### config.mk
export PLATFORM = sky130hd
export DESIGN_NAME = fe_top
export DESIGN_NICKNAME = d
export VERILOG_FILES = /design/src/design/fe_pkg.sv /design/src/design/fe_stage_if.sv /design/src/design/fe_ctrl.sv /design/src/design/fe_imem.sv /design/src/design/fe_pc_gen.sv /design/src/design/fe_queue_stage.sv /design/src/design/fe_top.sv
export SDC_FILE = /design/constraint.sdc
export NUM_CORES = 2
export LEC_CHECK = 0
export BUFFER_PORTS_ARGS = -buffer_cell sky130_fd_sc_hd__buf_2
export CORE_MARGIN = 8
export CORE_UTILIZATION = 26
export DETAILED_ROUTE_END_ITERATION = 16
export SYNTH_ARGS = -nofsm -noshare
export SYNTH_HDL_FRONTEND = slang
export SYNTH_SLANG_ARGS = --single-unit
### constraint.sdc
create_clock -name clk_i -period 4.85 [get_ports clk_i]
set_clock_uncertainty 0.2 [all_clocks]
set_input_delay 0.2425 -clock clk_i [delete_from_list [all_inputs] [get_ports clk_i]]
set_output_delay 0.2425 -clock clk_i [all_outputs]
set_load 0.01 [all_outputs]
### src/design/fe_pkg.sv
//==========================================================================
// shared widths, encodings and the queue entry type of the fetch front end
// every design and testbench file imports this package by wildcard
//==========================================================================

package fe_pkg;

  // address and instruction widths
  localparam int VADDR_W = 32;
  localparam int INSTR_W = 32;

  // on-chip instruction memory, 64 words of 4 bytes
  localparam int IMEM_WORDS = 64;
  localparam int IMEM_AW = 6;
  // byte size of the memory, the fault limit for fetch
  localparam int IMEM_BYTES = IMEM_WORDS * 4;

  // one fetch pair covers two instructions
  localparam int PAIR_BYTES = 8;

  // rv32 major opcodes that change the control flow
  localparam logic [6:0] OPC_BRANCH = 7'b1100011;
  localparam logic [6:0] OPC_JAL = 7'b1101111;
  localparam logic [6:0] OPC_JALR = 7'b1100111;

  // command opcodes from the back end
  typedef enum logic [1:0] {
    e_op_pc_redirect = 2'd0,
    e_op_icache_fill = 2'd1,
    e_op_wait = 2'd2
  } fe_opcode_e;

  // fetch controller states
  typedef enum logic [1:0] {
    e_wait = 2'd0,
    e_run = 2'd1,
    e_stall = 2'd2
  } fe_state_e;

  // fetch exception codes, none means a plain fetch
  typedef enum logic [1:0] {
    e_exc_none = 2'd0,
    e_instr_misaligned = 2'd1,
    e_instr_access_fault = 2'd2
  } fe_exc_e;

  // queue message type
  typedef enum logic {
    e_fe_fetch = 1'b0,
    e_fe_exception = 1'b1
  } fe_msg_e;

  // one queue slot, 67 bits
  // instr is zero in an exception entry
  typedef struct packed {
    fe_msg_e msg_type;
    logic [VADDR_W-1:0] pc;
    logic [INSTR_W-1:0] instr;
    fe_exc_e exc;
  } fe_queue_entry_t;

endpackage

### src/design/fe_stage_if.sv
//==========================================================================
// one fetch pair passed between two adjacent pipeline stages
//==========================================================================

`timescale 1ns/1ps

interface fe_stage_if
  import fe_pkg::*;
  ();

  // pair valid, moves every cycle with no back-pressure
  logic v;
  // pc of the first instruction, the second sits at pc+4
  logic [VADDR_W-1:0] pc;
  // address exception found at launch
  fe_exc_e exc;
  // the two instruction words, filled by the memory stage
  logic [INSTR_W-1:0] instr1;
  logic [INSTR_W-1:0] instr2;

  // producing stage
  modport src (output v, pc, exc, instr1, instr2);

  // consuming stage
  modport dst (input v, pc, exc, instr1, instr2);

endinterface

### src/design/fe_ctrl.sv
//==========================================================================
// command decode and acceptance, wait/run/stall FSM and pipeline flush
//==========================================================================

`timescale 1ns/1ps

module fe_ctrl
  import fe_pkg::*;
(
  input  logic       clk_i,
  input  logic       reset_i,
  input  logic       fe_cmd_v_i,
  input  fe_opcode_e fe_cmd_opcode_i,
  output logic       fe_cmd_yumi_o,
  input  logic       fe_queue_ready_i1,
  input  logic       fe_queue_ready_i2,
  input  logic       drop_i,
  input  logic       exc_issued_i,
  output logic       fill_we_o,
  output logic       redirect_v_o,
  output logic       fetch_en_o,
  output logic       flush_o
);

  fe_state_e state_r;
  fe_state_e state_n;

  logic is_redirect;
  logic is_fill;
  logic is_wait;
  logic fill_ok;
  logic accept;
  logic redirect_acc;
  logic wait_acc;
  logic both_ready;

  // opcode decode
  assign is_redirect = (fe_cmd_opcode_i == e_op_pc_redirect);
  assign is_fill = (fe_cmd_opcode_i == e_op_icache_fill);
  assign is_wait = (fe_cmd_opcode_i == e_op_wait);

  // a fill only lands while nothing is being fetched
  assign fill_ok = (state_r == e_wait) || (state_r == e_stall);
  assign accept = is_redirect | is_wait | (is_fill & fill_ok);

  // yumi consumes the command at this edge
  assign fe_cmd_yumi_o = fe_cmd_v_i & accept;

  assign redirect_acc = fe_cmd_yumi_o & is_redirect;
  assign wait_acc = fe_cmd_yumi_o & is_wait;
  assign fill_we_o = fe_cmd_yumi_o & is_fill;
  assign redirect_v_o = redirect_acc;

  assign both_ready = fe_queue_ready_i1 & fe_queue_ready_i2;

  // next state, accepted commands override the pipeline events
  always_comb
  begin
    state_n = state_r;
    case (state_r)
      e_wait:
        state_n = e_wait;
      e_run:
        // exception issued stops fetch, a dropped pair waits for the queue
        if (exc_issued_i)
          state_n = e_wait;
        else if (drop_i)
          state_n = e_stall;
      e_stall:
        if (both_ready)
          state_n = e_run;
      default:
        state_n = e_wait;
    endcase
    if (redirect_acc)
      state_n = e_run;
    else if (wait_acc)
      state_n = e_wait;
  end

  always_ff @(posedge clk_i)
  begin
    if (reset_i)
      state_r <= e_wait;
    else
      state_r <= state_n;
  end

  // launch a pair whenever the FSM is headed to run
  assign fetch_en_o = (state_n == e_run);

  // anything that makes the in-flight pairs stale
  assign flush_o = redirect_acc | wait_acc | drop_i | exc_issued_i;

endmodule

### src/design/fe_imem.sv
//==========================================================================
// instruction memory, filled by commands, read a pair at a time into IF2
//==========================================================================

`timescale 1ns/1ps

module fe_imem
  import fe_pkg::*;
(
  input  logic               clk_i,
  input  logic               reset_i,
  input  logic               fill_we_i,
  input  logic [VADDR_W-1:0] fill_addr_i,
  input  logic [INSTR_W-1:0] fill_data_i,
  input  logic               flush_i,
  input  logic               restart_v_i,
  fe_stage_if.dst            if1,
  fe_stage_if.src            if2
);

  logic [INSTR_W-1:0] mem [IMEM_WORDS];

  logic [IMEM_AW-1:0] fill_idx;
  logic [IMEM_AW-1:0] rd_idx1;
  logic [IMEM_AW-1:0] rd_idx2;
  logic rd_mask;
  logic [INSTR_W-1:0] rd_word1;
  logic [INSTR_W-1:0] rd_word2;

  // byte address to word index
  assign fill_idx = fill_addr_i[IMEM_AW+1:2];

  always_ff @(posedge clk_i)
  begin
    if (fill_we_i)
      mem[fill_idx] <= fill_data_i;
  end

  // second word is the next index, wraps only on faulting pairs
  assign rd_idx1 = if1.pc[IMEM_AW+1:2];
  assign rd_idx2 = rd_idx1 + IMEM_AW'(1);

  // faulting pairs carry no instruction bits
  assign rd_mask = (if1.exc != e_exc_none);
  assign rd_word1 = rd_mask ? '0 : mem[rd_idx1];
  assign rd_word2 = rd_mask ? '0 : mem[rd_idx2];

  // IF2 valid, a flush or restart kills the pair leaving IF1
  always_ff @(posedge clk_i)
  begin
    if (reset_i)
      if2.v <= 1'b0;
    else
      if2.v <= if1.v & ~flush_i & ~restart_v_i;
  end

  // IF2 payload
  always_ff @(posedge clk_i)
  begin
    if2.pc <= if1.pc;
    if2.exc <= if1.exc;
    if2.instr1 <= rd_word1;
    if2.instr2 <= rd_word2;
  end

endmodule

### src/design/fe_pc_gen.sv
//==========================================================================
// fetch pc register and IF1 launch, checks the pair address for faults
//==========================================================================

`timescale 1ns/1ps

module fe_pc_gen
  import fe_pkg::*;
(
  input  logic               clk_i,
  input  logic               reset_i,
  input  logic               fetch_en_i,
  input  logic               redirect_v_i,
  input  logic [VADDR_W-1:0] redirect_pc_i,
  input  logic               restart_v_i,
  input  logic [VADDR_W-1:0] restart_pc_i,
  input  logic               flush_i,
  fe_stage_if.src            if1
);

  logic [VADDR_W-1:0] pc_r;
  logic launch;
  logic misaligned;
  logic access_fault;
  fe_exc_e exc_n;

  // a restart reloads the pc this cycle so nothing launches with the old one
  assign launch = fetch_en_i & ~flush_i & ~restart_v_i;

  // low bits set means the pair is not word aligned
  assign misaligned = (pc_r[1:0] != 2'b00);
  // second word at pc+4 must still be inside the memory
  assign access_fault = (pc_r >= VADDR_W'(IMEM_BYTES - 4));

  // misaligned wins over access fault
  always_comb
  begin
    if (misaligned)
      exc_n = e_instr_misaligned;
    else if (access_fault)
      exc_n = e_instr_access_fault;
    else
      exc_n = e_exc_none;
  end

  // redirect has priority over a restart from the queue stage
  always_ff @(posedge clk_i)
  begin
    if (redirect_v_i)
      pc_r <= redirect_pc_i;
    else if (restart_v_i)
      pc_r <= restart_pc_i;
    else if (launch)
      pc_r <= pc_r + VADDR_W'(PAIR_BYTES);
  end

  // IF1 valid
  always_ff @(posedge clk_i)
  begin
    if (reset_i)
      if1.v <= 1'b0;
    else
      if1.v <= launch;
  end

  // IF1 payload, only loaded when a pair goes out
  always_ff @(posedge clk_i)
  begin
    if (launch)
    begin
      if1.pc <= pc_r;
      if1.exc <= exc_n;
    end
  end

  // words are not known yet at IF1
  assign if1.instr1 = '0;
  assign if1.instr2 = '0;

endmodule

### src/design/fe_queue_stage.sv
//==========================================================================
// issue stage, builds the two queue entries from IF2 and hands them over
// when both slots are ready, else drops the pair and asks for a replay
//==========================================================================

`timescale 1ns/1ps

module fe_queue_stage
  import fe_pkg::*;
(
  fe_stage_if.dst            if2,
  input  logic               fe_queue_ready_i1,
  input  logic               fe_queue_ready_i2,
  output fe_queue_entry_t    fe_queue_o1,
  output fe_queue_entry_t    fe_queue_o2,
  output logic               fe_queue_v_o1,
  output logic               fe_queue_v_o2,
  output logic               drop_o,
  output logic               exc_issued_o,
  output logic               restart_v_o,
  output logic [VADDR_W-1:0] restart_pc_o
);

  logic [6:0] opc1;
  logic is_ct;
  logic is_exc;
  logic both_ready;
  logic issue;
  logic ct_restart;
  logic [VADDR_W-1:0] pc2;

  // major opcode of slot 1
  assign opc1 = if2.instr1[6:0];
  assign is_ct = (opc1 == OPC_BRANCH) || (opc1 == OPC_JAL) || (opc1 == OPC_JALR);

  assign is_exc = (if2.exc != e_exc_none);
  assign pc2 = if2.pc + VADDR_W'(4);

  // both slots go together or not at all
  assign both_ready = fe_queue_ready_i1 & fe_queue_ready_i2;
  assign issue = if2.v & both_ready;

  // slot 2 only follows a plain fetch that does not leave the stream
  assign fe_queue_v_o1 = issue;
  assign fe_queue_v_o2 = issue & ~is_exc & ~is_ct;

  // pair cannot be taken, throw it away and refetch it later
  assign drop_o = if2.v & ~both_ready;

  assign exc_issued_o = issue & is_exc;

  // slot 2 was squashed, fetch resumes at that instruction
  assign ct_restart = issue & ~is_exc & is_ct;

  assign restart_v_o = drop_o | ct_restart;
  assign restart_pc_o = drop_o ? if2.pc : pc2;

  // slot 1 entry
  always_comb
  begin
    fe_queue_o1 = '0;
    fe_queue_o1.pc = if2.pc;
    if (is_exc)
    begin
      fe_queue_o1.msg_type = e_fe_exception;
      fe_queue_o1.exc = if2.exc;
    end
    else
    begin
      fe_queue_o1.msg_type = e_fe_fetch;
      fe_queue_o1.instr = if2.instr1;
      fe_queue_o1.exc = e_exc_none;
    end
  end

  // slot 2 entry, zero whenever slot 2 is not a fetch
  always_comb
  begin
    fe_queue_o2 = '0;
    if (!is_exc && !is_ct)
    begin
      fe_queue_o2.msg_type = e_fe_fetch;
      fe_queue_o2.pc = pc2;
      fe_queue_o2.instr = if2.instr2;
      fe_queue_o2.exc = e_exc_none;
    end
  end

endmodule

### src/design/fe_top.sv
//==========================================================================
// dual-issue fetch front end, commands in over valid/yumi and instruction
// pairs out over two valid/ready queue slots
//==========================================================================

`timescale 1ns/1ps

module fe_top
  import fe_pkg::*;
(
  input  logic               clk_i,
  input  logic               reset_i,
  input  logic               fe_cmd_v_i,
  input  fe_opcode_e         fe_cmd_opcode_i,
  input  logic [VADDR_W-1:0] fe_cmd_vaddr_i,
  input  logic [INSTR_W-1:0] fe_cmd_instr_i,
  output logic               fe_cmd_yumi_o,
  output fe_queue_entry_t    fe_queue_o1,
  output fe_queue_entry_t    fe_queue_o2,
  output logic               fe_queue_v_o1,
  output logic               fe_queue_v_o2,
  input  logic               fe_queue_ready_i1,
  input  logic               fe_queue_ready_i2
);

  logic fill_we;
  logic redirect_v;
  logic fetch_en;
  logic flush;
  logic drop;
  logic exc_issued;
  logic restart_v;
  logic [VADDR_W-1:0] restart_pc;

  // pc gen to memory, memory to issue
  fe_stage_if if1_bus ();
  fe_stage_if if2_bus ();

  fe_ctrl u_ctrl (
    .clk_i             (clk_i),
    .reset_i           (reset_i),
    .fe_cmd_v_i        (fe_cmd_v_i),
    .fe_cmd_opcode_i   (fe_cmd_opcode_i),
    .fe_cmd_yumi_o     (fe_cmd_yumi_o),
    .fe_queue_ready_i1 (fe_queue_ready_i1),
    .fe_queue_ready_i2 (fe_queue_ready_i2),
    .drop_i            (drop),
    .exc_issued_i      (exc_issued),
    .fill_we_o         (fill_we),
    .redirect_v_o      (redirect_v),
    .fetch_en_o        (fetch_en),
    .flush_o           (flush)
  );

  // redirect target and fill address share the command vaddr
  fe_pc_gen u_pc_gen (
    .clk_i         (clk_i),
    .reset_i       (reset_i),
    .fetch_en_i    (fetch_en),
    .redirect_v_i  (redirect_v),
    .redirect_pc_i (fe_cmd_vaddr_i),
    .restart_v_i   (restart_v),
    .restart_pc_i  (restart_pc),
    .flush_i       (flush),
    .if1           (if1_bus.src)
  );

  fe_imem u_imem (
    .clk_i       (clk_i),
    .reset_i     (reset_i),
    .fill_we_i   (fill_we),
    .fill_addr_i (fe_cmd_vaddr_i),
    .fill_data_i (fe_cmd_instr_i),
    .flush_i     (flush),
    .restart_v_i (restart_v),
    .if1         (if1_bus.dst),
    .if2         (if2_bus.src)
  );

  fe_queue_stage u_queue_stage (
    .if2               (if2_bus.dst),
    .fe_queue_ready_i1 (fe_queue_ready_i1),
    .fe_queue_ready_i2 (fe_queue_ready_i2),
    .fe_queue_o1       (fe_queue_o1),
    .fe_queue_o2       (fe_queue_o2),
    .fe_queue_v_o1     (fe_queue_v_o1),
    .fe_queue_v_o2     (fe_queue_v_o2),
    .drop_o            (drop),
    .exc_issued_o      (exc_issued),
    .restart_v_o       (restart_v),
    .restart_pc_o      (restart_pc)
  );

endmodule

== Word level (Yosys, flattened, before mapping) ==
Memories as Yosys holds them, arrays and structs flattened. A register that Yosys moved wholly into a read port is not among the register bits.
Cells that the tools add are included.
Word-level totals
  register bits: 104
  RAM bits: 2048
  bits of input ports: 71
  output and inout port bits: 137
  word-level logic and storage cells: 77
  memories: 1
Cells by class
  $add $sub $neg: 3
  magnitude comparators: 1
  equality and inequality tests: 8
  multiplexer cells: 17
  bitwise operators: 27
  reductions and logical operators: 12
Memories
  u_imem.mem: depth 64, bits a word 32, read ports 2, clocked after memory_dff 2, write ports 1, RTL line fe_imem.sv:21  | logic [INSTR_W-1:0] mem [IMEM_WORDS];
Operators with widths (count)
  $mux W32: 5
  $mux W66: 1
  $add A32 B3 Y32 const B: 1
  $add A32 B4 Y32 const B: 1
  $ge A32 B8 Y1 const B: 1
  $eq A7 B7 Y1 const B: 3
  $and A1 B1 Y1: 16
  $mux W2: 7
  $add A6 B1 Y6 const B: 1
  $eq A2 B1 Y1 const B: 3
  $or A1 B1 Y1: 6
  $reduce_bool A2 Y1: 3
  $not A1 Y1: 5
  $eq A2 B2 Y1 const B: 2
  $logic_not A2 Y1: 2
  $pmux W2 S2: 1
  $logic_or A1 B1 Y1: 3
  $mux W1: 3
  $reduce_bool A3 Y1: 1
  $logic_not A1 Y1: 2
  $logic_and A1 B1 Y1: 1

== Depth between registers and ports, before layout ==
  depth in word-level cells: 15
  depth in mapped cells: 11
  depth with buffers taken out: 8

== By module ==
From an unflattened synthesis, not the netlist that was laid out.
Second synthesis, totals
  cell total of the unflattened synthesis: 5461
  area, all modules: 102757.3 sq um
Modules (own cells, without submodules)
  fe_imem: times used 1, cells an instance 4771, area an instance 96729.0 sq um, seq. area each 63480.9 sq um
  fe_pc_gen: times used 1, cells an instance 316, area an instance 3648.5 sq um, seq. area each 2001.9 sq um
  fe_queue_stage: times used 1, cells an instance 348, area an instance 2147.1 sq um, seq. area each 0.0 sq um
  fe_ctrl: times used 1, cells an instance 26, area an instance 232.7 sq um, seq. area each 40.0 sq um

== Worst setup path before layout ==
Ideal clock, no wire load.
  kind: flip-flop to flip-flop
  start point: register u_imem.if2.exc[1]
  end point: register u_pc_gen.if1.exc[0], enable pin
  setup time: 0.510 ns
  data arrival time: 4.505 ns
  data required time: 4.140 ns
  setup slack: -0.365 ns
  stages on the path, launching flop included: 7
  clock period less this slack: 5.215 ns
  cells stage by stage: dfxtp_1 -> nor2_1 -> inv_1 -> o21ai_0 -> a32oi_1 -> o21a_1 -> nor4_1
On the way
  longest elaborated chain between the ends: 9
Ends and longest elaborated chain
  start: declaration: RTL line fe_stage_if.sv:22  | modport src (output v, pc, exc, instr1, instr2);
  $reduce_bool A2 Y1 *: RTL line fe_queue_stage.sv:36  | assign is_exc = (if2.exc != e_exc_none);
  net u_queue_stage.is_exc: RTL line fe_queue_stage.sv:26  | logic is_exc;
  $and A1 B1 Y1: RTL line fe_queue_stage.sv:50  | assign exc_issued_o = issue & is_exc;
  $mux W2: RTL line fe_ctrl.sv:65  | if (exc_issued_i)
  $pmux W2 S2: RTL line fe_ctrl.sv:60  | case (state_r)
  $mux W2: RTL line fe_ctrl.sv:77  | else if (wait_acc)
  $mux W2: RTL line fe_ctrl.sv:75  | if (redirect_acc)
  $eq A2 B1 Y1: RTL line fe_ctrl.sv:90  | assign fetch_en_o = (state_n == e_run);
  $and A1 B1 Y1: RTL line fe_pc_gen.sv:28  | assign launch = fetch_en_i & ~flush_i & ~restart_v_i;
  $and A1 B1 Y1 *: RTL line fe_pc_gen.sv:28
  net u_pc_gen.launch: RTL line fe_pc_gen.sv:22  | logic launch;
  end signal: assignment: RTL line fe_pc_gen.sv:72  | if1.exc <= exc_n;
  end: declaration: RTL line fe_stage_if.sv:22
Mark *: on every way through the listed nets, which the timed path passes. The rest lies on a longest branch.
A chain may end at the register's enable or synchronous reset.

==> run metrics <==
Post-synth EDFFs 2114; Hold Crit Class input pin to flop; Final Util 30.69%; worst-path cell chain and4b_1 -> nand3_4 -> nand2_1 -> nor2_1 -> buf_2; worst slack, placed around 1.1 ns; # DRC 0; DIE HEIGHT 641.6 microns; vias in the first global route 60500; share of cells above drive strength 1 between 30 and 40%; final setup fails 0; async set-reset flop share out of synthesis 0%; largest net degree at the start of global routing 139; Worst path top cell family by delay simple AND/OR/NAND/NOR gates; max-slew violation count 0; crit path max fanout 31; clock transition at the registers of the reported paths 0.06 ns; cell row count 229; Critical Path AT 4.02 ns; Num CTS Buffers approximately 240; crit path launch type flop; Initial DRT Pass Iterations 5; Synth Flop Type edfxtp_1; Leakage 0.03704 uW; clk_lat worst skew 0.90 ns; Final period util 92.08%; worst path buffer plus inverter count 1; die area between 400000 and 500000 sq um; crit path max-delay cell type nand2_1; CTS tree yes; IO buf count 204; Synth cell types 65; cell taking the most area after synthesis edfxtp_1; initial antenna violation count 33; final wirelength 360600 microns; fmax roughly 220 MHz; #FFs+latches synth 2216; Layout area overhead 17.42%; core area approximately 390000 sq um; CP required 4.41 ns; commonest non-fill, non-tap cell in the layout edfxtp_1; cell area power density 346.6 nW/um^2; initial DRC count between 8000 and 9000; global placer's final weighted congestion approximately 0.85; Routed wire per std cell around 33 microns; Avg Inst Size Synth 19.56 sq um; Min Clock Period, post-route 4.466 ns; clk sinks approximately 2200; peak supply drop 0.3319 mV; sequential area share after synthesis between 60% and 70%; most frequent cells in the layout edfxtp_1, mux4_2, nand2_1, clkbuf_16, nand3_1; critical path class flop to output port; Slew headroom 14.71%; total negative slack 0 ns; Final nets 5651; root buffer cell clkbuf_16; global-route wire length before repair between 400000 and 500000 microns; setup ws final approximately 0.38 ns; residual overflow from global routing 0; maximum clock path buffer count 4; CP peak stage delay roughly 1.1 ns; unrepaired setup endpoints after global routing no; Slew @ Worst Pin 1.279 ns; drt via density 5.540; endpoints failing hold 0; max-cap violation count 0; antenna-violating nets left 0; Cells after Synth 5204; DR vias 60910; Yosys warnings 0; run status complete, no violations; mapped cell area 101800 sq um; Die Width between 600 and 700 microns; Post-DP HPWL roughly 210000 microns; H-tree levels 4; CTS resizes 0; all-layer global routing usage 16.91%; crit end category output port; Yosys top cell area share 62.38%; ranking of synthesized cells by area edfxtp_1, mux4_2, dfxtp_1, nand2_1, nand3_1; I/O pin count about 210; Initial Util 26.14%
[power breakdown]
group	internal [uW]	switching, uW
logic	786	1180
registers	21000	88.6
clock network	10600	7730
total	32400	8990
[flip-flops by register name (all words and copies together) (netlist names)]
register,cells
u_pc_gen.if1.pc,32
u_pc_gen.if1.v,1
u_imem.if2.instr1,32
u_pc_gen.pc_r,32
u_imem.if2.pc,32
u_imem.if2.instr2,32
u_imem.if2.exc,2
u_imem.if2.v,1
u_ctrl.state_r,2
u_pc_gen.if1.exc,2
u_imem.mem,2048
[synth_stat cells, drive strengths merged, types with 6 or more instances]
library cell,instances
nor2,142
nand4,25
nand2,392
o21ai,47
a22oi,17
o211ai,8
a311oi,23
o2111ai,33
edfxtp,2114
mux4,1174
ha,6
buf,272
or3,12
xnor2,38
a211oi,14
clkbuf,132
and3,45
a31oi,11
nand3,214
or2,8
a21oi,56
and2,42
o22ai,24
nor4,18
dfxtp,102
mux2i,85
mux2,7
xor2,41
nor3,25
a32oi,6
inv,11
nor2b,17
[per-layer routing]
layer  vias up  share of wire [%]  global-route usage [%]
li1      22960                  -                       -
met1     32900                 37                   21.56
met2      4212                 47                   27.24
met3       837                 11                   4.097
met4         4                5.4                   7.816
met5         -             0.0075                       0
[logic make-up (layout without fill, tap and decap cells)]
logic type,Yosys count,count (layout),share of synthesized area [%]
mux,1266,1266,26.89
compound gates,262,262,1.740
xor+xnor,79,79,0.6799
other cells,1,32,0.003685
flops,2216,2216,64.38
simple gates,958,958,4.356
fa+ha+maj,6,6,0.07376
buf+inv,416,979,1.872
[stage by stage]
stage	cell area, sq um	hold WS [ns]	instances	power [uW]
global route	119500	0.06334	10980	42430
global placement	110800	0.1241	10450	23390
CTS	119400	0.003530	10970	41640
detailed placement	110800	0.1269	10450	23410
floorplan	101800	0.1141	5206	22560
finish	119500	0.07034	11000	41420
[worst register-to-register path: cells and delay by family (launching register included)]
family	cells	cell delay (ns)
compound gates	2	1.00
simple gates	2	1.13
flops	1	0.47
mux	1	0.32
buf+inv	1	0.57
[worst paths after layout]
check / depth (start not counted) / slack [ns] / startpoint / endpoint
hold reg to reg: 0 / 0.14 / u_pc_gen.if1.pc[16] / u_imem.if2.pc[16]
setup reg to reg: 6 / 0.86 / u_imem.if2.instr1[1] / u_pc_gen.pc_r[17]
hold / removal: 5 / 0.07 / fe_queue_ready_i2 / u_pc_gen.pc_r[25]
setup / recovery: 5 / 0.38 / u_imem.if2.instr1[1] / fe_queue_o2[42]
[repair_timing]
action | in CTS | in global routing
endpoints found under the hold margin | 2037 | 0
buffers inserted | 0 | 0
hold buffers | 80 | 0
[cell type report]
cell class / count / area (sq um)
diodes: 29 / 72.57
clock buffers: 300 / 6339
clock inverters: 133 / 1448
fillers: 37270 / 269900
inverters: 12 / 47.55
multi-input cells: 2574 / 35020
flip-flops and latches: 2216 / 65520
well taps: 5197 / 6502
repair buffers: 534 / 4549
(Power assumes the default switching activity.)
